<file path="config.mk">
export PLATFORM = sky130hd
export DESIGN_NAME = texelStreamWriter
export DESIGN_NICKNAME = d
export VERILOG_FILES = /design/src/hw/texturePkg.sv /design/src/hw/texelStreamWriter.sv
export SDC_FILE = /design/constraint.sdc
export NUM_CORES = 1
export LEC_CHECK = 0
export BUFFER_PORTS_ARGS = -buffer_cell sky130_fd_sc_hd__buf_2
export CAP_MARGIN = 10
export CORE_UTILIZATION = 36
export DETAILED_ROUTE_END_ITERATION = 10
export PLACE_DENSITY = 0.8
export SETUP_SLACK_MARGIN = 0.4
export SLEW_MARGIN = 15
export SYNTH_ARGS = -nofsm -noshare
export SYNTH_HDL_FRONTEND = slang
export SYNTH_SLANG_ARGS = --single-unit
</file>
<file path="constraint.sdc">
create_clock -name aclk -period 1.8 [get_ports aclk]
set_input_delay 0.36 -clock aclk [delete_from_list [all_inputs] [get_ports aclk]]
set_output_delay 0.36 -clock aclk [all_outputs]
set_load 0.01 [all_outputs]
</file>
<file path="src/hw/texturePkg.sv">
// Shared widths, size codes and the structs passed between the texture buffer blocks
// Bank word addresses travel at a fixed 15 bits; each block slices what its depth needs

package texturePkg;

    ////////////////////////////////////////
    // Widths
    ////////////////////////////////////////

    localparam int texelWidth    = 16;
    localparam int coordWidth    = 16;  // Q1.15 coordinates, Q0.16 sub-coordinates
    localparam int streamWidth   = 32;  // Two texels per beat
    localparam int wordAddrWidth = 15;

    typedef logic [texelWidth-1:0]    texel_t;
    typedef logic [wordAddrWidth-1:0] wordAddr_t;

    // Axis size, one-hot; all zero means a single texel
    typedef enum logic [7:0] {
        px1   = 8'h00,
        px2   = 8'h01,
        px4   = 8'h02,
        px8   = 8'h04,
        px16  = 8'h08,
        px32  = 8'h10,
        px64  = 8'h20,
        px128 = 8'h40,
        px256 = 8'h80
    } texSizeE;

    ////////////////////////////////////////
    // Structs
    ////////////////////////////////////////

    typedef struct packed {
        logic [coordWidth-1:0] s;       // Q1.15
        logic [coordWidth-1:0] t;       // Q1.15
        logic                  clampS;
        logic                  clampT;
    } texCoordS;

    // Linear texel addresses, index order is (t, s)
    typedef struct packed {
        logic [15:0] a00;
        logic [15:0] a01;
        logic [15:0] a10;
        logic [15:0] a11;
    } quadAddrS;

    typedef struct packed {
        logic [coordWidth-1:0] subS;    // Q0.16
        logic [coordWidth-1:0] subT;
    } subCoordS;

    typedef struct packed {
        texel_t t00;
        texel_t t01;
        texel_t t10;
        texel_t t11;
    } texelQuadS;

    typedef struct packed {
        logic      we;
        wordAddr_t addr;
        texel_t    evenTexel;
        texel_t    oddTexel;
    } bankWriteS;

endpackage

</file>
<file path="src/hw/texelStreamWriter.sv">
// 32-bit stream write port, no back-pressure; low half goes to the even bank
// Word counter restarts at 0 after every beat with tlast
`timescale 1ns/1ns

module texelStreamWriter #(
    parameter int sizeLog2 = 14     // Total texture memory in bytes, power of two
)
(
    input  logic                           aclk,
    input  logic                           resetn,
    input  logic                           tvalid,
    input  logic                           tlast,
    input  logic [texturePkg::streamWidth-1:0] tdata,
    output logic                           tready,
    output texturePkg::bankWriteS          wr
);

    localparam int cntW = sizeLog2 - 2;     // One word per bank per beat

    logic [cntW-1:0] wordCnt;
    logic            beat;

    assign beat = tvalid && tready;

    always_ff @(posedge aclk)
    begin
        if (!resetn)
        begin
            tready  <= 1'b0;
            wordCnt <= '0;
        end
        else
        begin
            tready <= 1'b1;
            if (beat)
            begin
                wordCnt <= tlast ? '0 : wordCnt + 1'b1;
            end
        end
    end

    // Bank write happens on the beat edge
    assign wr.we        = beat;
    assign wr.addr      = texturePkg::wordAddr_t'(wordCnt);
    assign wr.evenTexel = tdata[15:0];
    assign wr.oddTexel  = tdata[31:16];

    // A beat in the last word slot has to close the texture
    assert property (@(posedge aclk) disable iff (!resetn)
        (beat && !tlast) |-> (wordCnt != {cntW{1'b1}}));

endmodule

</file>
== Yosys cells after proc, flatten, opt, wreduce, memory -nomap -nowiden ==
Cells that the tools add are included.
Storage, ports and cells
  flip-flop bits (word level): 13
  output and inout port bits: 49
Operators by class
  add/sub/neg operators: 1
  muxes and demuxes: 2
  reductions and logical operators: 1
Operators with widths (count)
  adder 12 x 1 -> 12 bit (second input constant): 1
  2-to-1 mux 12 bit: 1
  logical AND 1 bit: 1
  2-to-1 mux 1 bit: 1

== Logic depth before layout (Yosys ltp) ==
  depth in word-level cells: 2
  depth in mapped cells: 4
  gate-level depth less buffers: 4

== Least setup slack after synthesis ==
No wires, ideal clock.
  path kind: register to register
  start: register wordCnt[0]
  end: register wordCnt[8]
  setup time: 0.071 ns
  arrival time: 1.377 ns
  path slack: 0.353 ns
  stages on the path, launching flop included: 5
  buffers on the path: 0
  clock period less this slack: 1.447 ns
  path through: dfxtp_1 ha_1 nand4_2 or4_1 a21oi_1
Between the ends
  longest elaborated chain between the ends: 2
RTL lines
  start: declaration: RTL line texelStreamWriter.sv:20  | logic [cntW-1:0] wordCnt;
  start signal: assignment: RTL line texelStreamWriter.sv:37  | wordCnt <= tlast ? '0 : wordCnt + 1'b1;
  adder 12 x 1 -> 12 bit: RTL line texelStreamWriter.sv:37
  2-to-1 mux 12 bit: RTL line texelStreamWriter.sv:37
Every way passes these cells.
A chain may end at the register's enable or synchronous reset.

== Worst setup path in the final report ==
Ends and elaborated chain as after synthesis.

==> results.py <==
metrics = {
    "run_status": {
        "status": "finished clean",
    },
    "final_layout": {
        "nets": 128,
        "fillCellCount": 249,
        "seq_area_sq_um": 274,
        "syn2layout_area_growth_pct": -7.81,
        "finalInstanceArea_sq_um": 812,
        "drive_gt1_share_pct": 36.7,
        "layout.cells.non_filler": 118,
        "multi_input_area_sq_um": 369,
        "antenna_cells": 0,
    },
    "setup_path": {
        "cp_data_arrival_time_ns": 1.57,
        "reg2reg_depth": 4,
        "cp_max_fo": 8,
        "reg2reg_slack_ns": 0.44,
        "worstPathRequired_ns": 2.01,
        "regToRegStartpoint": "wordCnt[0]$_SDFFE_PN0P_",
        "start_kind": "flip-flop",
        "crit_type": "reg -> reg",
        "cp-end-kind": "flip-flop",
        "r2r_end": "wordCnt[8]$_SDFFE_PN0P_",
    },
    "hold_path": {
        "hold_path_class": "in -> reg",
        "hold_end": "tready$_DFF_P_",
        "holdCritStartpoint": "resetn",
        "hold_depth": 1,
    },
    "cts": {
        "cts.sinks": 13,
        "cts.clk_slew.worst_paths_ns": 0.08,
        "cts_root_buf": "clkbuf_4",
        "clockBufferDepth": 2,
        "numCtsBuffers": 3,
        "cts_tree": "done",
        "clkLatencyLatePin_ns": 0.27,
        "cts_max_level": 1,
    },
    "timing": {
        "max_freq_mhz": 736,
        "setup_viol": 0,
        "skew_ns": 0.00182,
        "rsz0062_at_grt": "true",
        "finalCriticalPeriod_ns": 1.36,
        "hold_ws_ns": 0.223,
        "fin_crit_sh_pct": 75.5,
        "slew_violations": 0,
        "hold_viol": 0,
        "setup_tns_ns": 0,
    },
    "routing": {
        "drt_iter0_drc": 12,
        "wl_met2_um": 784,
        "drt_pass1_iterations": 4,
        "route.top_layer_used": "met4",
        "wl_met1_um": 647,
        "wirelength_um": 1640,
        "viasPerCell": 5.59,
        "antenna_left": 0,
        "wl_per_cell_um": 13.9,
        "drc": 0,
        "wl_met3_um": 193,
        "routed-via-count": 660,
    },
    "global_routing": {
        "grt_pass1_vias": 595,
        "grt_max_degree": 12,
        "gr-usage-all-layers_pct": 12.4,
        "globalRouteOverflowTotal": 0,
        "grt_pass1_wl_um": 2500,
        "grt_antenna_before_repair": 0,
    },
    "synthesis": {
        "syn_inst": 104,
        "synth-seq-cells": 13,
        "seq_area_frac_synth_pct": 29.5,
        "async_flop_share_pct": 0,
        "synthFlopType": "dfxtp_1",
        "synth_top_cell_by_area": "buf_4",
        "syn_avg_cell_area_sq_um": 8.47,
        "yosysTopAreaCellShare_pct": 30.7,
        "yosys_warnings": 0,
        "ys_top_cells_by_area": "buf_4 31%, dfxtp_1 30%, a21oi_1 4.5%",
        "yosysUniqueCellTypes": 25,
        "syn_area_sq_um": 881,
        "synth_edf_count": 0,
    },
    "place": {
        "place_area_sq_um": 733,
        "place_inst": 113,
        "place.port_buffers": 17,
        "dpl.hpwl_um": 1230,
        "gp_congestion": 0.781,
    },
    "floorplanning": {
        "start_util_pct": 39.1,
        "die_y_um": 51.5,
        "pin_count": 85,
        "rows": 17,
        "core_area_sq_um": 2250,
        "die_w_um": 51.5,
        "die_area_sq_um": 2650,
    },
    "pwr": {
        "total_power_mw": 0.511,
        "power_leakage_nw": 0.306,
        "max-vdd-ir-drop_mv": 0.385,
        "powerDensity_nw_per_um2": 629,
    },
    "job": {
        "maxCapViolCount": 0,
    },
}
-- flip-flops by register name, summed over array words and instances (netlist names) --
name     flops
tready       1
wordCnt     12
-- layout by cell type (no fill, tap or decap), types with 4 or more instances in the layout --
| cell | instances |
|---|---|
| a21oi_1 | 7 |
| buf_2 | 17 |
| dfxtp_1 | 8 |
| inv_1 | 4 |
| nand3_1 | 4 |
-- power breakdown --
part,total (mW),internal [mW],switching (mW)
registers,0.295,0.289,0.00626
logic,0.0355,0.0142,0.0213
clock network,0.180,0.0859,0.0943
-- per-layer routing --
layer / GRT usage [%] / vias to the layer above
met3: 5.95 / 6
met1: 13.2 / 314
met2: 19.9 / 39
met4: 7.21 / 0
li1: - / 301
met5: 0 / -
-- stage by stage --
stage	util, %	worst slack [ns]
after global placement	32.5	0.415
after global routing	36.0	0.385
after floorplan	-	0.425
after detailed placement	32.5	0.330
final	36.0	0.441
after CTS	34.8	0.413
-- Yosys cell counts, types with 2 or more instances --
cell type,count
nor2_1,3
a21oi_1,8
or3_1,3
inv_1,4
nand4_1,2
xnor2_1,2
buf_4,36
clkbuf_1,2
dfxtp_1,13
nand4bb_1,2
o21ai_0,3
o41ai_1,2
or4_1,3
mux2i_1,2
o31ai_1,3
nand2_1,3
nand3_1,5
-- worst max-delay path: stages, from the launching register on --
cell and delay (ns):
dfxtp_4 0.38, ha_4 0.15, nand4_4 0.13, or4_4 0.51, a21oi_2 0.13
-- repair_timing --
item / 4_1_cts / 5_1_grt
pin swaps: 0 / 1
setup buffers: 0 / 1
cloned: 0 / 0
setup endpoints to repair: 3 / 4
resized for setup: 5 / 7
hold buffers: 0 / 0
-- cell families after synthesis --
logic type | share of synthesized area [%]
other | 0.426
buffers and inverters | 33.2
muxes | 2.27
adders and majority gates | 1.42
DFF | 29.5
AOI/OAI and AO/OA | 10.8
and+or+nand+nor | 20.3
xor gates and xnor gates | 1.99
-- layout make-up --
cell class	instances	area share, %
well taps	28	4.31
clock buffers	4	3.24
multi-input cells	51	45.5
flip-flops and latches	13	33.7
repair buffers	18	11.4
inverters	4	1.85
-- how the worst max path moves through the flow --
stage                                    end  cells past startpoint                    start  slack, ns
global route         wordCnt[8]$_SDFFE_PN0P_                      4  wordCnt[1]$_SDFFE_PN0P_       0.38
floorplan            wordCnt[8]$_SDFFE_PN0P_                      4  wordCnt[0]$_SDFFE_PN0P_       0.43
finish               wordCnt[8]$_SDFFE_PN0P_                      4  wordCnt[0]$_SDFFE_PN0P_       0.44
global placement    wordCnt[10]$_SDFFE_PN0P_                      4  wordCnt[0]$_SDFFE_PN0P_       0.41
CTS                  wordCnt[8]$_SDFFE_PN0P_                      4  wordCnt[1]$_SDFFE_PN0P_       0.41
detailed placement   wordCnt[8]$_SDFFE_PN0P_                      4  wordCnt[0]$_SDFFE_PN0P_       0.33
(Power assumes the default switching activity.)
