$ cat src/hw/texturePkg.sv
// Shared widths, size codes and the structs passed between the texture buffer blocks
// Bank word addresses travel at a fixed 15 bits; each block slices what its depth needs

package texturePkg;

    ////////////////////////////////////////
    // Widths
    ////////////////////////////////////////

    localparam int texelWidth    = 16;
    localparam int coordWidth    = 16;  // Q1.15 coordinates, Q0.16 sub-coordinates
    localparam int streamWidth   = 32;  // Two texels per beat
    localparam int wordAddrWidth = 15;

    typedef logic [texelWidth-1:0]    texel_t;
    typedef logic [wordAddrWidth-1:0] wordAddr_t;

    // Axis size, one-hot; all zero means a single texel
    typedef enum logic [7:0] {
        px1   = 8'h00,
        px2   = 8'h01,
        px4   = 8'h02,
        px8   = 8'h04,
        px16  = 8'h08,
        px32  = 8'h10,
        px64  = 8'h20,
        px128 = 8'h40,
        px256 = 8'h80
    } texSizeE;

    ////////////////////////////////////////
    // Structs
    ////////////////////////////////////////

    typedef struct packed {
        logic [coordWidth-1:0] s;       // Q1.15
        logic [coordWidth-1:0] t;       // Q1.15
        logic                  clampS;
        logic                  clampT;
    } texCoordS;

    // Linear texel addresses, index order is (t, s)
    typedef struct packed {
        logic [15:0] a00;
        logic [15:0] a01;
        logic [15:0] a10;
        logic [15:0] a11;
    } quadAddrS;

    typedef struct packed {
        logic [coordWidth-1:0] subS;    // Q0.16
        logic [coordWidth-1:0] subT;
    } subCoordS;

    typedef struct packed {
        texel_t t00;
        texel_t t01;
        texel_t t10;
        texel_t t11;
    } texelQuadS;

    typedef struct packed {
        logic      we;
        wordAddr_t addr;
        texel_t    evenTexel;
        texel_t    oddTexel;
    } bankWriteS;

endpackage

$ cat src/hw/texelQuadSelect.sv
// Second stage: picks even or odd bank data by address parity and applies clamping
// Quad and sub-coordinates leave through one register
`timescale 1ns/1ns

module texelQuadSelect
(
    input  logic                  aclk,
    input  texturePkg::quadAddrS  addrReg,
    input  logic                  clampS,
    input  logic                  clampT,
    input  texturePkg::texel_t    evenData0,
    input  texturePkg::texel_t    oddData0,
    input  texturePkg::texel_t    evenData1,
    input  texturePkg::texel_t    oddData1,
    input  texturePkg::subCoordS  subIn,
    output texturePkg::texelQuadS quad,
    output texturePkg::subCoordS  sub
);

    texturePkg::texel_t sel00;
    texturePkg::texel_t sel01;
    texturePkg::texel_t sel10;
    texturePkg::texel_t sel11;
    texturePkg::texelQuadS quadNext;

    ////////////////////////////////////////
    // Bank demux
    ////////////////////////////////////////

    assign sel00 = addrReg.a00[0] ? oddData0 : evenData0;  // Row 0
    assign sel01 = addrReg.a01[0] ? oddData0 : evenData0;
    assign sel10 = addrReg.a10[0] ? oddData1 : evenData1;  // Row 1
    assign sel11 = addrReg.a11[0] ? oddData1 : evenData1;

    // Clamp substitution
    always_comb
    begin
        quadNext.t00 = sel00;
        quadNext.t01 = clampS ? sel00 : sel01;
        quadNext.t10 = clampT ? sel00 : sel10;
        if (clampS)
        begin
            quadNext.t11 = quadNext.t10;    // Follows the T clamp
        end
        else if (clampT)
        begin
            quadNext.t11 = sel01;
        end
        else
        begin
            quadNext.t11 = sel11;
        end
    end

    always_ff @(posedge aclk)
    begin
        quad <= quadNext;
        sub  <= subIn;
    end

endmodule

$ cat config.mk
export PLATFORM = sky130hd
export DESIGN_NAME = texelQuadSelect
export DESIGN_NICKNAME = d
export VERILOG_FILES = /design/src/hw/texturePkg.sv /design/src/hw/texelQuadSelect.sv
export SDC_FILE = /design/constraint.sdc
export NUM_CORES = 1
export LEC_CHECK = 0
export BUFFER_PORTS_ARGS = -buffer_cell sky130_fd_sc_hd__buf_4
export CAP_MARGIN = 10
export CORE_AREA = 2 2 101 103
export CTS_CLUSTER_DIAMETER = 200
export CTS_CLUSTER_SIZE = 16
export DETAILED_ROUTE_END_ITERATION = 6
export DIE_AREA = 0 0 103 105
export MAX_ROUTING_LAYER = met4
export PLACE_DENSITY = 0.68
export RECOVER_POWER = 50
export SYNTH_ARGS = -nofsm -noshare
export SYNTH_HDL_FRONTEND = slang
export SYNTH_SLANG_ARGS = --single-unit
$ cat constraint.sdc
create_clock -name aclk -period 2.4 [get_ports aclk]
set_input_delay 0.48 -clock aclk [delete_from_list [all_inputs] [get_ports aclk]]
set_output_delay 0.48 -clock aclk [all_outputs]
set_load 0.01 [all_outputs]
Yosys cells after proc, flatten, opt, wreduce, memory -nomap -nowiden

Cells that the tools add are included.

Muxes and demuxes: 8

Operator list:

| kind               | number |
|---|---|
| 16-bit two-way mux | 8 |

Word-level logic and storage cells: 14
Bits in registers: 96

Longest topological paths before layout

Gate-level depths: netlist (run 1).

Word-level depth: 3
Mapped depth: 5
Gate-level depth less buffers: 3

Least setup slack after synthesis (run 1)

OpenSTA, ideal clock, no wires.

Kind: input port to flip-flop
From: input port addrReg[16] (netlist bit)
To: register quad[10] (netlist bit)
Arrival: 1.791 ns
Path slack: 0.488 ns
Setup time: 0.121 ns
Cell stages on the path: 5
Path through: buf_2 > mux2i_2 > buf_4 > mux2_2 > mux2_2

RTL lines:

| what                 | line                  | source |
|---|---|---|
| start, declared      | texelQuadSelect.sv:8  | `input texturePkg::quadAddrS addrReg,` |
| end signal, assigned | texelQuadSelect.sv:57 | `quad <= quadNext;` |
| end, declared        | texelQuadSelect.sv:16 | `output texturePkg::texelQuadS quad,` |

==> results of run 1 <==
-- stage by stage --
| step | worst slack, ps | instance area, µm² | std cells | hold WS (ps) |
|---|---|---|---|---|
| global placement | 437 | 4660 | 546 | 585 |
| floorplan | 488 | 3020 | 221 | 508 |
| global route | 754 | 4720 | 562 | 202 |
| finish | 810 | 4720 | 562 | 233 |
| CTS | 817 | 4840 | 562 | 188 |
| detailed placement | 415 | 4660 | 546 | 586 |
-- routing by layer --
metal / part of all wire / track usage
met1: 0.40 / 0.173
met2: 0.51 / 0.268
met3: 0.069 / 0.0388
met4: 0.016 / 0.0555
met5: 0 / -
-- state kept, by name, summed over array words and instances (netlist names) --
signal / count
quad: 64
sub: 32
-- final cells by class --
cell class / instances / area share
inverter: 1 / 0.000795
clock buffer: 9 / 0.0262
sequential: 96 / 0.407
clock inverter: 7 / 0.0130
multi-input combinational: 114 / 0.222
tap: 133 / 0.0352
timing repair buffer: 202 / 0.296
-- worst paths after layout --
path	slack, ps	endpoint	cells past startpoint	startpoint
max	810	quad[5]$_DFF_P_	5	addrReg[48]
min	230	sub[21]$_DFF_P_	1	subIn[21]
-- critical path, delay by kind of cell --
kind                   cells  cell delay (ps)
multiplexers               3              820
buffers and inverters      2              530
-- synthesized netlist by cell type --
library cell   n  area share
mux2_2        53        0.20
buf_1          1      0.0012
nand2_1       16       0.020
clkinv_1       1      0.0012
buf_4          2      0.0050
dfxtp_1       96        0.64
o21ai_0       16       0.026
clkbuf_1       3      0.0037
mux2i_2        2      0.0091
buf_2          4      0.0066
mux2i_1       16       0.053
mux2_1        11       0.041
-- power by group --
group,internal (µW),total [µW],switching (µW),leakage (µW)
clock,399,1000,603,0.0000940
combinational,334,586,252,0.00126
sequential,1730,1760,36.6,0.000810
-- logic make-up after synthesis --
family,Yosys count
flip-flops,96
multiplexers,82
AO/OA/AOI/OAI,16
AND/OR/NAND/NOR,16
buffers and inverters,11
==> results.toml, run 1 <==
[run_status]
status = "complete, no violations"

[global_routing]
grt_pass1_wl_um = 12400
grt_max_degree = 33
grt_usage = 0.156
overflow = 0
antenna_found_initial = 0
grt_pass1_vias = 2458

[cells_and_area]
multi_input_area_um2 = 1050
fin_nets = 587
fillers = 944
ff_latch_area_um2 = 1920
final_cell_mix = "buf_4 (138), dfxtp_1 (96), mux2_2 (46)"
drive_gt1_frac = 0.545
utilization = 0.490
n_antenna_cell = 0
final_common_cell = "buf_4"
syn2layout_area_growth_pct = 56.1

[sta]
fin_crit_sh = 0.662
worst_slew_pin_slew_ps = 697
rsz0062_at_grt = "no"
setup_tns_ps = 0
maxSlewViolCount = 0
slew_headroom = 0.532
hold_viol_final = 0
setup_violations = 0
period_minus_slack_ps = 1590
fmax_mhz = 629

[power]
p_per_area_nw_per_um2 = 710
leakage_uw = 0.00217
power_uw = 3350
irDropWorstVdd_uv = 334

[routing]
drc_errors = 0
firstDrtPassIters = 4
via_per_inst = 4.17
routed_wl_um = 8430
first_iter_violations = 37
routedWlPerCell_um = 15.0
ant_nets = 0
vias = 2342

[yosys]
synthXorXnorAreaFrac = 0
synthAdderAreaFrac = 0
synth_compound_area_frac = 0.0265
synth_cells = 221
synth-simple-area-share = 0.0199
synth_nets = 384
synth_top_family_by_area = "multiplexers"
yosysWarnings = 0
synth.distinct_cells = 12
syn_area_um2 = 3020
syn_area_per_cell_um2 = 13.7
yosysSeqAreaShare = 0.635
synth.ff_latch_count = 96
synth_mux_area_frac = 0.300

[critical_path]
required_ps = 2650
crit_slowest_cell = "mux2_1"
cp-start-kind = "input port"
critPathCaptureType = "register"
cp_max_fo = 17
slowest_delay_ps = 380
cp_cell_sequence = "buf_4 -> mux2i_2 -> buf_4 -> mux2_1 -> mux2_2"
critPathArrivalTime_ps = 1840
crit_top_cell = "buf_4"
worstSetupPathType = "input port to register"

[clocking]
cts.clk_slew.worst_paths_ps = 110
post_cts_resized = 0
cts_max_path_buffers = 2
post_cts_buffers = 0
cts_root_buffer = "clkbuf_8"
cts_htree_levels = 3
cts_made_buffers = 9
clock-sinks = 96
hold_buffers = 0
cts_tree = "built"

[worst_hold_path]
hold_path_class = "input port to register"

[die]
ios = 259
rows = 36
die_width_um = 103
fp.coreArea_um2 = 9640
start_util = 0.314
dieArea_um2 = 10800
die_h_um = 105

[place]
gp_congestion = 0.794
dp_hpwl_um = 6270
io_buffers = 198

[run]
maxCapViolations = 0
Note: power is estimated with default switching activity, not from simulation.
==> inputs of run 2 (changes only) <==
Settings changed: ABC_AREA from default to 1, CORE_AREA 2 2 101 103 to default, CORE_ASPECT_RATIO from default to 1.5, CORE_MARGIN from default to 2, CORE_UTILIZATION from default to 40, DIE_AREA 0 0 103 105 to default, PLACE_DENSITY 0.68 to 0.77.
Clock period 2.4 ns to 1.6 ns, I/O delays scaled along.
==> run 2 against run 1 <==
Net effect: final cell count rose by 45%; largest power group unchanged; highest routed layer unchanged; non-clock buffer count unchanged; sequential share of layout area is 6.3 points lower; die area is 1.6% lower; setup slack worse by 470 ps.
==> results.toml, run 2 <==
[run_status]
status = "complete, no violations"

[yosys]
yosysWarnings = 0
synth.most_common_cell = "nand2_1"
synth_cells = 509
synth.area.top_cells = "dfxtp_1 (49%), nand2_1 (19%), nand3_1 (8.4%)"
yosysSeqAreaShare = 0.490
yosys.area.top_type = "dfxtp_1"
synth_edf_count = 0
synthArstFlopShare = 0
synthTopCellsByCount = "nand2_1 (203), dfxtp_1 (96), nand3_1 (66)"
syn_area_um2 = 3930
synth_top_cell_area_share = 0.490
ys.flop_type = "dfxtp_1"
synth_nets = 672
syn_area_per_cell_um2 = 7.71
synth.distinct_cells = 17
synth.ff_latch_count = 96

[worst_hold_path]
hold_path_class = "input port to register"

[power]
p_per_area_nw_per_um2 = 1040
p_sw_uw = 1550
pwr-share-seq = 0.457
clockPowerShare = 0.348
swShare = 0.268
irDropWorstVdd_uv = 862
leakage_uw = 0.00301
combPwrFrac = 0.195
p_int_uw = 4240

[critical_path]
cp_max_fo = 15
required_ps = 1830
worstSetupPathType = "input port to register"
cp-start-kind = "input port"
critPathArrivalTime_ps = 1490
critPathCaptureType = "register"

[cells_and_area]
largest_reg_flops = 64
design_area_um2 = 5590
reg.largest.list = "quad: 64 flops, sub: 32 flops"
ff_latch_area_um2 = 1920
final_cell_mix = "nand2_1 (203), buf_4 (168), dfxtp_1 (96)"
n_antenna_cell = 0
fillers = 874
top_register = "quad"
syn2layout_area_growth_pct = 42.4
fin_nets = 859
final_common_cell = "nand2_1"
drive_gt1_frac = 0.351
multi_input_area_um2 = 1500

[routing]
drc_errors = 0
vias = 3898
ant_nets = 0
via_per_inst = 4.78
routedWlPerCell_um = 13.9
firstDrtPassIters = 5
first_iter_violations = 252
routed_wl_um = 11400

[global_routing]
antenna_found_initial = 0
overflow = 0
grt_usage = 0.216
grt_pass1_wl_um = 17800
grt_max_degree = 34
grt_pass1_vias = 3724

[sta]
fin_crit_sh = 0.789
maxSlewViolCount = 0
fin_ws_ps = 338
worst_slew_pin_slew_ps = 676
hold_viol_final = 0
setup_tns_ps = 0
period_minus_slack_ps = 1260
rsz0062_at_grt = "no"
fmax_mhz = 792
slew_headroom = 0.549
setup_violations = 0

[die]
start_util = 0.407
fp.coreArea_um2 = 9630
die_width_um = 84.9
die_h_um = 125
ios = 259
dieArea_um2 = 10600
rows = 44

[clocking]
cts_root_buffer = "clkbuf_16"
cts_tree = "built"
post_cts_buffers = 0
cts_max_path_buffers = 2
cts_made_buffers = 9
clock-sinks = 96
hold_buffers = 0
cts.clk_slew.worst_paths_ps = 70
cts_htree_levels = 3
post_cts_resized = 0

[place]
dp_hpwl_um = 8920
place_ws_ps = 361
gp_congestion = 0.904
place_area_um2 = 5370
io_buffers = 198

[run]
maxCapViolations = 0
run 2: changes by cell type after synthesis, sizes merged:
| cell | before | now |
|---|---|---|
| nand2 | 16 | 221 |
| and2 | 0 | 32 |
| nand3 | 0 | 66 |
| mux2 | 64 | 0 |
| mux2i | 18 | 0 |
| inv | 0 | 52 |
| buf | 7 | 25 |
| clkinv | 1 | 0 |
| clkbuf | 3 | 1 |
run 2: critical path, cell delays in order:
cell and delay [ps]:
clkbuf_1 500, buf_4 330, nand3_1 160, and2_1 180
run 2: cells by family after synthesis:
kind of cell / after synthesis / synth area share
simple gates: 319 / 0.366
flops: 96 / 0.490
buf+inv: 78 / 0.113
compound gates: 16 / 0.0319
run 2: stage by stage:
step / utilization / power (µW) / instances / hold WS (ps)
5_1_grt: 0.580 / 6080 / 816 / 90.5
6_report: 0.580 / 5790 / 816 / 104
4_1_cts: 0.587 / 5900 / 816 / 71.8
3_5_place_dp: 0.557 / 3870 / 800 / 426
2_1_floorplan: - / 3280 / 509 / 348
3_3_place_gp: 0.557 / 3840 / 800 / 425
run 2: layout make-up:
type / count / area share
flip-flops and latches: 96 / 0.344
repair buffers: 202 / 0.273
multi-input cells: 335 / 0.269
clock buffers: 9 / 0.0403
inverters: 52 / 0.0376
well taps: 115 / 0.0257
clock inverters: 7 / 0.0110
run 2: final timing paths:
kind | startpoint | to | slack [ps] | cells past startpoint
max | clampT | quad[24]$_DFF_P_ | 340 | 4
min | subIn[10] | sub[10]$_DFF_P_ | 100 | 1
run 2: metal layers:
layer | global-route usage | vias to the layer above | share of wire
met5 | - | - | 0
met3 | 0.0409 | 37 | 0.084
met2 | 0.352 | 234 | 0.48
li1 | - | 1927 | -
met1 | 0.251 | 1700 | 0.40
met4 | 0.110 | 0 | 0.036
run 2: power groups by stage:
stage	combinational [µW]	clock [µW]	sequential (µW)
after global placement	1140	0	2700
after floorplan	472	0	2800
after global routing	1230	2180	2660
after detailed placement	1170	0	2700
after CTS	1170	2070	2650
final	1130	2020	2650
